--- src/hdl/paletteDefs.sv ---
// Shared palette constants, bus address map and entry layout; imported by every palette module
`default_nettype none

package paletteDefs;

	// ======================================================================
	// Widths
	// ======================================================================

	// Default index width per bank, 4096 entries as on the board
	localparam int PAL_INDEX_W = 12;
	// One output colour channel
	localparam int COLOR_W = 8;

	// ======================================================================
	// Bus address map
	// ======================================================================

	// Entry i sits at byte address 4*i, control register above the palette
	localparam logic [15:0] CTRL_ADDR = 16'h4000;
	// Control register fields
	localparam int CTRL_BANK_BIT = 0;
	localparam int CTRL_SHADOW_BIT = 1;

	// AXI response codes
	localparam logic [1:0] RESP_OKAY = 2'b00;
	localparam logic [1:0] RESP_SLVERR = 2'b10;

	// ======================================================================
	// Palette entry
	// ======================================================================

	// Raw view for the CPU side, field view for the colour path
	typedef union packed {
		logic [15:0] raw;
		struct packed {
			// Common darkening bit, subtracted from all channels
			logic dark;
			// Shared low bits, one per channel
			logic rLsb;
			logic gLsb;
			logic bLsb;
			logic [3:0] red;
			logic [3:0] green;
			logic [3:0] blue;
		} color;
	} paletteEntry_u;

endpackage

`default_nettype wire

--- src/hdl/colorConvert.sv ---
// Colour output path; turns palette entries from the RAM into shaded 24-bit RGB two cycles on
`timescale 1ns/1ps
`default_nettype none

module colorConvert import paletteDefs::*; #(
	parameter int INDEX_W = PAL_INDEX_W
) (
	input wire logic CLK_24M,
	input wire logic nRESET,
	input wire logic pixelValid,
	// Entry read by the RAM one cycle after pixelValid
	input wire paletteEntry_u pixelEntry,
	input wire logic shadow,
	output logic [COLOR_W-1:0] red,
	output logic [COLOR_W-1:0] green,
	output logic [COLOR_W-1:0] blue,
	output logic rgbValid
);

	logic validS1;

	// Palette depth beyond the board's index width is not addressable
	if (INDEX_W < 1 || INDEX_W > PAL_INDEX_W) begin : gIndexCheck
		$error("colorConvert: INDEX_W out of range");
	end

	// ======================================================================
	// Channel conversion
	// ======================================================================

	// 4-bit field plus shared lsb to 6 bits, darken, widen to 8, shade
	function automatic logic [COLOR_W-1:0] convert(
		input logic [3:0] field,
		input logic lsb,
		input logic dark,
		input logic half
	);
		logic [6:0] level;
		logic [COLOR_W-1:0] wide;
		// Top bit of the field fills the lowest position
		level = {1'b0, field, lsb, field[3]} - {6'd0, dark};
		// Borrow out means the dark step went below black
		if (level[6]) begin
			wide = '0;
		end else begin
			wide = {level[5:0], level[4:3]};
		end
		// Shadow halves the intensity
		convert = half ? {1'b0, wide[COLOR_W-1:1]} : wide;
	endfunction

	// ======================================================================
	// Pipeline
	// ======================================================================

	// Stage one is the RAM read, only the valid travels here
	always_ff @(posedge CLK_24M or negedge nRESET) begin
		if (!nRESET) begin
			validS1 <= 1'b0;
			rgbValid <= 1'b0;
		end else begin
			validS1 <= pixelValid;
			rgbValid <= validS1;
		end
	end

	// Stage two, shadow taken in the pixel's second cycle
	always_ff @(posedge CLK_24M) begin
		red <= convert(pixelEntry.color.red, pixelEntry.color.rLsb,
			pixelEntry.color.dark, shadow);
		green <= convert(pixelEntry.color.green, pixelEntry.color.gLsb,
			pixelEntry.color.dark, shadow);
		blue <= convert(pixelEntry.color.blue, pixelEntry.color.bLsb,
			pixelEntry.color.dark, shadow);
	end

endmodule

`default_nettype wire

--- config.mk ---
export PLATFORM = sky130hd
export DESIGN_NAME = colorConvert
export DESIGN_NICKNAME = d
export VERILOG_FILES = /design/src/hdl/paletteDefs.sv /design/src/hdl/colorConvert.sv
export SDC_FILE = /design/constraint.sdc
export NUM_CORES = 1
export LEC_CHECK = 0
export BUFFER_PORTS_ARGS = -buffer_cell sky130_fd_sc_hd__buf_2
export CAP_MARGIN = 20
export CORE_MARGIN = 4
export CORE_UTILIZATION = 42
export CTS_CLUSTER_DIAMETER = 50
export DETAILED_ROUTE_END_ITERATION = 6
export PLACE_DENSITY_LB_ADDON = 0.08
export SKIP_LAST_GASP = 1
export SYNTH_ARGS = -nofsm -noshare
export SYNTH_HDL_FRONTEND = slang
export SYNTH_SLANG_ARGS = --single-unit
--- constraint.sdc ---
create_clock -name CLK_24M -period 0.8 [get_ports CLK_24M]
set_clock_uncertainty 0.15 [all_clocks]
set_input_delay 0.08 -clock CLK_24M [delete_from_list [all_inputs] [get_ports CLK_24M]]
set_output_delay 0.08 -clock CLK_24M [all_outputs]
set_load 0.1 [all_outputs]
==> impl_metrics.csv <==
group,metric,value,unit
status,status,"finished with violations",
status,violations,"negative hold slack, negative setup slack",
placed_design,dp_hpwl,3354,um
timing,fin_ws,-0.4369,ns
clock_network,numClockSinks,23,
critical_path,path_cells,"buf_12",
clock_network,cts_tree,"done",
critical_path,cp.required,0.57,ns
cells_and_area,fillers,128,
routing,routed.top_layer,"met4",
synthesis,synth-edff-count,0,
routing,drt-initial-drc-count,97,
power_and_ir_drop,p_per_area,1517,mW/mm^2
floorplanning,die_x,66.00,um
critical_path,path_buf_inv,1,
global_route,grt_usage,20.74,%
routing,wl_met1,1740,um
power_and_ir_drop,leakagePower,1.204,nW
critical_path,path_class,"reg -> out",
placed_design,port_buffers,44,
clock_network,worstSkewPairLatency,0.32,ns
placed_design,gpl.final_weighted_congestion,0.8899,
cells_and_area,mostFrequentLayoutCells,"buf_4, buf_12, dfxtp_4, buf_2",
power_and_ir_drop,ir_worst_vdd,1627,uV
routing,dr.pass1.iters,4,
synthesis,synth-seq-area-share,33.30,%
synthesis,ys_warn_count,0,
cells_and_area,fin_nets,255,
timing,rsz0062_at_grt,"yes",
routing,wl_met3,261,um
critical_path,cp_max_fo,1,
routing,dr_total_vias,1480,
timing,setup_viol,46,
floorplanning,die_area,0.004355,sq mm
critical_path,r2r_setup_slack,0.17,ns
clock_network,holdBufCountCts,2,
synthesis,ys.flop_type,"dfxtp_1",
routing,dr_wl_met2,2481,um
floorplanning,core,0.003128,sq mm
clock_network,cts_buffer_depth,2,
cells_and_area,syn_to_final_growth,96.72,%
routing,wl_per_cell,16.70,um
timing,hold_viol,10,
timing,max-slew-margin-rel,72.88,%
global_route,grt-ovfl-total,0,
job,cap_violations,0,
clock_network,numCtsBuffers,3,
synthesis,synthCells,144,
routing,ant_nets,0,
global_route,grt_start_max_net_pins,15,
cells_and_area,drive_gt1_share,70.18,%
synthesis,synth.avg_cell_area,9.810,sq um
timing,slew_violations,0,
critical_path,max_stage_delay,0.51,ns
synthesis,ys_ff_latch,23,
synthesis,ys_types,44,
routing,drt_wl_total,4542,um
clock_network,path_clk_slew,0.13,ns
critical_path,end_kind,"primary output",
global_route,antenna_found_initial,0,
synthesis,syn_area,0.001413,sq mm
timing,min_period_over_period,154.6,%
floorplanning,ios,45,
cells_and_area,layout_commonest_cell,"buf_4",
synthesis,synthArstFlopShare,8.696,%
floorplanning,initial_core_util,45.16,%
timing,fmax,808.5,MHz
critical_path,critPathTopFamily,"flip-flops",
routing,drc,0,
critical_path,arrival,1.01,ns
routing,viasPerCell,5.441,
critical_path,cpMaxStageDelayCell,"dfrtp_4",
timing,worstMarginPinSlew,0.4016,ns
power_and_ir_drop,report.power.total,4.215,mW
timing,hold_slack,-0.1155,ns
floorplanning,fp.dieH,66.00,um
global_route,grt_pass1_vias,1449,
timing,period_minus_slack,1.237,ns
worst_hold_path,hp-class,"in -> async",
critical_path,start_kind,"flop",
global_route,grt_pass1_wl,6844,um
floorplanning,rows,20,
synthesis,synth_nets,170,
cells_and_area,diodes,0,
clock_network,cts_htree_levels,1,
clock_network,cts_root_buf,"clkbuf_4",
[where the power goes]
part	internal [mW]	leakage [nW]	switching [mW]
registers	1.27	0.206	0.105
logic	0.920	0.983	1.35
clock network	0.196	0.0150	0.379
total	2.38	1.20	1.83
[cell type report]
| type | instances | area (sq um) | share of cell area [%] |
|---|---|---|---|
| well taps | 44 | 55.05 | 1.981 |
| flip-flops and latches | 23 | 553.0 | 19.90 |
| clock buffers | 4 | 26.28 | 0.9455 |
| multi-input cells | 97 | 1052 | 37.87 |
| repair buffers | 91 | 1007 | 36.25 |
| inverters | 13 | 85.08 | 3.062 |
[state kept, by name, indices dropped and copies added, names as in the netlist]
name / cells
blue: 7
green: 7
red: 7
rgbValid: 1
validS1: 1
[stage by stage]
step | TNS [ns] | std cells | setup WS, ns | cell area, sq um | util [%]
2_1_floorplan | -8.551 | 144 | -0.5825 | 1714 | -
3_3_place_gp | -13.24 | 254 | -0.6992 | 2517 | 80.48
3_5_place_dp | -14.02 | 254 | -0.7458 | 2517 | 80.48
4_1_cts | -12.57 | 268 | -0.4357 | 2714 | 86.76
5_1_grt | -14.96 | 272 | -0.4951 | 2779 | 88.84
6_report | -12.98 | 272 | -0.4369 | 2779 | 88.84
[cell usage after synthesis, types with 4 or more instances]
cell type	count	area, sq um
a211oi_1	10	75.07
a211o_1	4	35.03
mux2i_1	4	40.04
ha_1	6	75.07
nor2_1	8	30.03
inv_1	12	45.04
xnor2_1	5	43.79
and2_1	5	31.28
buf_2	4	20.02
buf_4	4	30.03
dfxtp_1	21	420.4
nor3b_4	5	93.84
[path summary, 6_finish.rpt]
| check | from | to | cells past startpoint |
|---|---|---|---|
| worst max-delay path | rgbValid$_DFF_PN0_ | rgbValid | 1 |
| worst min-delay path | nRESET | rgbValid$_DFF_PN0_ | 2 |
| worst max register to register | validS1$_DFF_PN0_ | rgbValid$_DFF_PN0_ | 0 |
| worst min register to register | validS1$_DFF_PN0_ | rgbValid$_DFF_PN0_ | 0 |
| max in group asynchronous | nRESET | rgbValid$_DFF_PN0_ | 2 |
| min in group CLK_24M | pixelEntry[6] | green[6]$_DFF_P_ | 2 |
[cells by family after synthesis]
logic type,share of synthesized area (%)
AO/OA/AOI/OAI,21.35
XOR/XNOR,4.960
adder cells (fa/ha/maj),5.314
buffers and inverters,8.326
flip-flops,33.30
multiplexers,3.632
AND/OR/NAND/NOR,23.12
[per-layer routing]
| layer | GRT usage [%] | vias up |
|---|---|---|
| met4 | 6.091 | 0 |
| li1 | - | 700 |
| met3 | 3.231 | 6 |
| met1 | 24.71 | 715 |
| met5 | 0 | - |
| met2 | 37.92 | 59 |
[repair_timing]
| action | CTS | global route |
|---|---|---|
| setup buffers | 8 | 4 |
| setup endpoints to repair | 46 | 46 |
| hold endpoints to repair | 13 | 12 |
| pin swaps | 16 | 14 |
| resized for setup | 20 | 6 |
Power figures use the tool's default switching activity.
