[config.mk]
export PLATFORM = sky130hd
export DESIGN_NAME = paletteBus
export DESIGN_NICKNAME = d
export VERILOG_FILES = /design/src/hdl/paletteDefs.sv /design/src/hdl/paletteBus.sv
export SDC_FILE = /design/constraint.sdc
export NUM_CORES = 1
export LEC_CHECK = 0
export ABC_AREA = 1
export BUFFER_PORTS_ARGS = -buffer_cell sky130_fd_sc_hd__buf_2
export CAP_MARGIN = 20
export CORE_ASPECT_RATIO = 2
export CORE_MARGIN = 2
export CORE_UTILIZATION = 35
export DETAILED_ROUTE_END_ITERATION = 10
export GPL_TIMING_DRIVEN = 0
export PLACE_DENSITY = 0.9
export SLEW_MARGIN = 10
export SYNTH_ARGS = -nofsm -noshare
export SYNTH_HDL_FRONTEND = slang
export SYNTH_SLANG_ARGS = --single-unit
[constraint.sdc]
create_clock -name CLK_24M -period 1.2 [get_ports CLK_24M]
set_input_delay 0.06 -clock CLK_24M [delete_from_list [all_inputs] [get_ports CLK_24M]]
set_output_delay 0.06 -clock CLK_24M [all_outputs]
set_load 0.05 [all_outputs]
[src/hdl/paletteDefs.sv]
// Shared palette constants, bus address map and entry layout; imported by every palette module
`default_nettype none

package paletteDefs;

	// ======================================================================
	// Widths
	// ======================================================================

	// Default index width per bank, 4096 entries as on the board
	localparam int PAL_INDEX_W = 12;
	// One output colour channel
	localparam int COLOR_W = 8;

	// ======================================================================
	// Bus address map
	// ======================================================================

	// Entry i sits at byte address 4*i, control register above the palette
	localparam logic [15:0] CTRL_ADDR = 16'h4000;
	// Control register fields
	localparam int CTRL_BANK_BIT = 0;
	localparam int CTRL_SHADOW_BIT = 1;

	// AXI response codes
	localparam logic [1:0] RESP_OKAY = 2'b00;
	localparam logic [1:0] RESP_SLVERR = 2'b10;

	// ======================================================================
	// Palette entry
	// ======================================================================

	// Raw view for the CPU side, field view for the colour path
	typedef union packed {
		logic [15:0] raw;
		struct packed {
			// Common darkening bit, subtracted from all channels
			logic dark;
			// Shared low bits, one per channel
			logic rLsb;
			logic gLsb;
			logic bLsb;
			logic [3:0] red;
			logic [3:0] green;
			logic [3:0] blue;
		} color;
	} paletteEntry_u;

endpackage

`default_nettype wire

[src/hdl/paletteBus.sv]
// AXI4-Lite slave for the host CPU; decodes palette and control addresses and drives the RAM port
`timescale 1ns/1ps
`default_nettype none

module paletteBus import paletteDefs::*; #(
	parameter int INDEX_W = PAL_INDEX_W
) (
	input wire logic CLK_24M,
	input wire logic nRESET,
	// Write address and data
	input wire logic [15:0] awaddr,
	input wire logic awvalid,
	output logic awready,
	input wire logic [31:0] wdata,
	input wire logic [3:0] wstrb,
	input wire logic wvalid,
	output logic wready,
	// Write response
	output logic [1:0] bresp,
	output logic bvalid,
	input wire logic bready,
	// Read address and data
	input wire logic [15:0] araddr,
	input wire logic arvalid,
	output logic arready,
	output logic [31:0] rdata,
	output logic [1:0] rresp,
	output logic rvalid,
	input wire logic rready,
	// Palette RAM CPU port
	output logic [INDEX_W-1:0] cpuIndex,
	output paletteEntry_u cpuWrData,
	output logic [1:0] cpuByteEn,
	output logic cpuWrite,
	output logic cpuRead,
	input wire paletteEntry_u cpuRdData,
	// Control register outputs
	output logic bank,
	output logic shadow
);

	logic wrAccept;
	logic wrAcceptNext;
	logic wrFire;
	logic arreadyNext;
	logic rdFire;
	logic awPal;
	logic awCtrl;
	logic arPal;
	logic arCtrl;
	logic rdStage;
	logic rdPal;
	logic rdCtrl;
	logic [1:0] ctrlReg;

	// ======================================================================
	// Address decode
	// ======================================================================

	// Palette window is 4 bytes per entry from address zero
	function automatic logic isPalette(input logic [15:0] addr);
		isPalette = (addr >> (INDEX_W + 2)) == 16'd0;
	endfunction

	// Word match, byte lanes ignored
	function automatic logic isCtrl(input logic [15:0] addr);
		isCtrl = addr[15:2] == CTRL_ADDR[15:2];
	endfunction

	assign awPal = isPalette(awaddr);
	assign awCtrl = isCtrl(awaddr);
	assign arPal = isPalette(araddr);
	assign arCtrl = isCtrl(araddr);

	// ======================================================================
	// Write channel
	// ======================================================================

	// One-cycle ready pulse, only with both valids and no response pending
	assign wrAcceptNext = ~wrAccept & awvalid & wvalid & ~bvalid;
	assign awready = wrAccept;
	assign wready = wrAccept;
	assign wrFire = wrAccept & awvalid & wvalid;

	always_ff @(posedge CLK_24M or negedge nRESET) begin
		if (!nRESET) begin
			wrAccept <= 1'b0;
			bvalid <= 1'b0;
			ctrlReg <= '0;
		end else begin
			wrAccept <= wrAcceptNext;
			// Response follows the accepting cycle, held until taken
			if (wrFire) begin
				bvalid <= 1'b1;
			end else if (bvalid && bready) begin
				bvalid <= 1'b0;
			end
			// Only the low byte lane reaches the control bits
			if (wrFire && awCtrl && wstrb[0]) begin
				ctrlReg <= wdata[1:0];
			end
		end
	end

	always_ff @(posedge CLK_24M) begin
		if (wrFire) begin
			bresp <= (awPal || awCtrl) ? RESP_OKAY : RESP_SLVERR;
		end
	end

	// ======================================================================
	// Read channel
	// ======================================================================

	// Writes win; one read in flight until its data is taken
	assign arreadyNext = ~arready & arvalid & ~rdStage & ~rvalid & ~wrAcceptNext;
	assign rdFire = arready & arvalid;

	always_ff @(posedge CLK_24M or negedge nRESET) begin
		if (!nRESET) begin
			arready <= 1'b0;
			rdStage <= 1'b0;
			rvalid <= 1'b0;
		end else begin
			arready <= arreadyNext;
			// RAM cycle between accept and data
			rdStage <= rdFire;
			if (rdStage) begin
				rvalid <= 1'b1;
			end else if (rvalid && rready) begin
				rvalid <= 1'b0;
			end
		end
	end

	// Read source chosen at accept, data captured a cycle later
	always_ff @(posedge CLK_24M) begin
		if (rdFire) begin
			rdPal <= arPal;
			rdCtrl <= arCtrl;
		end
		if (rdStage) begin
			if (rdPal) begin
				rdata <= {16'h0000, cpuRdData.raw};
			end else if (rdCtrl) begin
				rdata <= {30'd0, ctrlReg};
			end else begin
				rdata <= '0;
			end
			rresp <= (rdPal || rdCtrl) ? RESP_OKAY : RESP_SLVERR;
		end
	end

	// ======================================================================
	// RAM port and control outputs
	// ======================================================================

	// Write and read never fire together, so one index mux suffices
	assign cpuIndex = wrFire ? awaddr[INDEX_W+1:2] : araddr[INDEX_W+1:2];
	assign cpuWrData.raw = wdata[15:0];
	assign cpuByteEn = wstrb[1:0];
	assign cpuWrite = wrFire & awPal;
	assign cpuRead = rdFire & arPal;

	assign bank = ctrlReg[CTRL_BANK_BIT];
	assign shadow = ctrlReg[CTRL_SHADOW_BIT];

endmodule

`default_nettype wire

==> summary by stage <==
Setup path
The cell family contributing the most delay on the critical path is flip-flops. STA classifies the critical path endpoint as an output port. The largest stage delay on the critical path is 430 ps.

The critical path is of the flip-flop to output port type. The highest net fanout along the worst path is 7. The startpoint of the worst-slack reg-to-reg timing path is awready$_DFF_PN0_. The arrival time at the worst endpoint is 1350 ps.

STA classifies the critical path startpoint as a flip-flop. The slowest library cell on the worst path is dfrtp_2. The critical path contains buffers and inverters numbering 3 combined. Walking the worst path, the cells encountered are nand3_4 > inv_8 > clkbuf_16 > o21ai_4 > buf_8. The timing startpoint of the critical path is awready$_DFF_PN0_. The required time reported for the critical path endpoint is approximately 1100 ps.

GRT
The met1 track demand over resource is ~17%. The layer with the highest usage is met2. The first global-routing pass estimated around 6.8 mm of wire. The largest net degree at the start of global routing is 19. The number of global-route vias before repair was 1623. The global routing usage on met2 is 33.7%. The aggregate global-route resource usage is 17.2%. The number of antenna violations at the first check in global routing came to 0. The overflow left after global routing is 0. The fraction of met3 tracks used by global routing is 4.76%.

Route
The post-detailed-route wirelength per cell is 12.6 um. Before antenna repair, the detailed router went through 4 iterations. The count of nets left with antenna violations once routing finished came out at 0. The total number of vias is 1659.

In this run, the number of DRC markers left after iteration 0 of detailed routing was 32. The final layout contains routed wiring with a total length of 4.82 mm. The post-detailed-route via-to-cell ratio is 4.34.

The DRC violation count after routing is 0.

Floorplanning
The total core area is 0.00451 mm2. The area of the die is 0.00519 mm2. Row generation in the floorplan step produced 35 rows.

The die span in y is 99.9 um. During I/O placement, the number of pins put on the boundary was 166. The die span in x is 52.0 um. The starting density of the core is roughly 36%.

Layout
The area growth from synthesis to layout is 73.0%. The number of standard cells in the final layout excluding fillers is 382. Leaving out fill and tap cells, the most frequent cells in the layout are buf_2 (97), buf_4 (40), nand2_1 (31), inv_1 (30), edfxtp_1 (20). The post-route netlist has 59.6% of its cells at a drive strength greater than 1. The leading cell type in the layout, fill and taps excluded is buf_2. The repair_antennas step left the layout with diodes totalling 0. The filler cell count is 359. The net count of the finished layout is 419.

Clocking
CTS built an H-tree with a depth of 1. The clock slew seen by the registers of the worst setup and hold paths is 90 ps. The clock tree root buffer cell is clkbuf_8. The TritonCTS clock tree is built. The clock insertion delay at the later pin of the skew report is 260 ps. The largest buffer count on any clock path is 2. Buffers inserted during clock tree synthesis total 3. The clock net in this run drives a total of 27 sinks.

Timing
Setup repair after global routing could not meet its margin everywhere. The peak clock frequency supported by timing is about 710 MHz. The worst path uses 118% of the clock period.

The minimum clock period is about 1400 ps. The final-report hold violation count is 0. The final-report setup violation count is 15.

The max-slew violation total from the final report is 0. The worst clock skew is 6.59 ps. The setup slack after layout is -214 ps.

Logic synthesis
The count of mapped cells out of synthesis is 188. The count of unique library cells instantiated by Yosys is 20. Yosys printed 0 warnings. Counting flops and latches in the post-synthesis netlist gives 27.

The cell area after synthesis is 0.00161 mm2. Dividing the synthesized area by the synthesized cell count gives 8.57 um2. The sequential area share after synthesis is 48.2%.

Hold path
The worst min-delay path category is input pin to flip-flop. The worst hold path begins at awvalid.

Flow run
The max capacitance violation total is 0.

Placement
The congestion estimate from routability-driven global placement came to 0.788. The number of placed cells counting well taps is 370. The setup slack after placement is -51.4 ps. After legalization and detailed placement, the total HPWL measured 3.69 mm. During placement, the flow inserted port buffers numbering 110.

Outcome
The checks that failed: setup timing. The run finished, with violations left.

Power
The ratio of total power to cell area is 961 mW/mm2. The worst ir drop on vdd is 0.000664 V. The leakage power figure is 1.55 nW.
[power breakdown]
group | switching, mW | internal, mW | leakage, nW
clock | 0.257 | 0.232 | 0.0255
combinational | 0.737 | 0.351 | 1.25
sequential | 0.0353 | 1.06 | 0.276
total | 1.03 | 1.65 | 1.55
[flip-flops by register name (all words and copies together) (netlist names)]
signal	cells
bvalid	1
rdata	16
arready	1
rdCtrl	1
ctrlReg	2
bresp	1
awready	1
rdStage	1
rvalid	1
rresp	1
rdPal	1
[per-layer routing]
| layer | wire [um] | vias to the layer above |
|---|---|---|
| li1 | - | 804 |
| met4 | 21 | 0 |
| met1 | 1540 | 733 |
| met3 | 531 | 2 |
| met5 | 0 | - |
| met2 | 2720 | 120 |
[repair_timing]
action	in CTS	in global routing
pin swaps	1	1
cloned	0	1
setup endpoints to repair	14	16
setup buffers	1	3
hold buffers	3	0
resized for setup	32	27
hold endpoints to repair	9	0
[final timing paths]
path | end | slack [ps] | cells past startpoint
setup / recovery | cpuIndex[2] | -210 | 5
hold / removal | awready$_DFF_PN0_ | 50 | 3
setup reg to reg | ctrlReg[1]$_DFFE_PN0P_ | -20 | 7
hold reg to reg | arready$_DFF_PN0_ | 480 | 1
max in group asynchronous | rdStage$_DFF_PN0_ | 890 | 2
min in group asynchronous | rvalid$_DFFE_PN0P_ | 140 | 2
[worst reg2reg max path: stages (launching register included)]
cell	delay, ps
dfrtp_2	400
nand3_4	120
buf_12	180
buf_4	150
nor2_8	80
nand3_2	80
nand2_1	60
nand2_1	40
[cell families after synthesis]
family	count (synthesis)	share of synthesized area, %
AND/OR/NAND/NOR	76	21.6
buffers and inverters	72	26.3
flip-flops	27	48.2
AO/OA/AOI/OAI	12	3.73
other	1	0.233
[per-stage QoR]
stage / util (%) / setup TNS [ps] / cell area [um2] / total power [mW] / hold slack, ps
CTS: 58.7 / -2350 / 2650 / 2.65 / 36.6
global route: 61.7 / -2940 / 2790 / 2.80 / 50.6
global placement: 54.6 / -233 / 2460 / 2.09 / -98.9
floorplan: - / -586 / 1850 / 1.87 / -236
detailed placement: 54.6 / -279 / 2460 / 2.10 / -92.5
finish: 61.7 / -2170 / 2790 / 2.68 / 46.5
[synth_stat cells (all sizes together)]
master / n / area (um2)
dfrtp: 7 / 175
a21oi: 1 / 5.00
nor3: 5 / 25.0
edfxtp: 20 / 601
inv: 31 / 116
nor2: 15 / 82.6
nand3: 5 / 35.0
nand2: 46 / 173
buf: 41 / 307
nand3b: 1 / 7.51
o21ai: 11 / 55.1
conb: 1 / 3.75
nand4: 4 / 25.0
[final cells by class]
cell class / instances / area (um2) / share of cell area (%)
Timing Repair Buffer: 118 / 759 / 27.3
Inverter: 31 / 124 / 4.45
Multi-Input combinational cell: 106 / 679 / 24.4
Sequential cell: 27 / 779 / 28.0
Tap cell: 55 / 68.8 / 2.47
Buffer: 41 / 328 / 11.8
Clock inverter: 1 / 5.00 / 0.180
Clock buffer: 3 / 41.3 / 1.48
No activity file was read; power rests on OpenSTA's default activity.
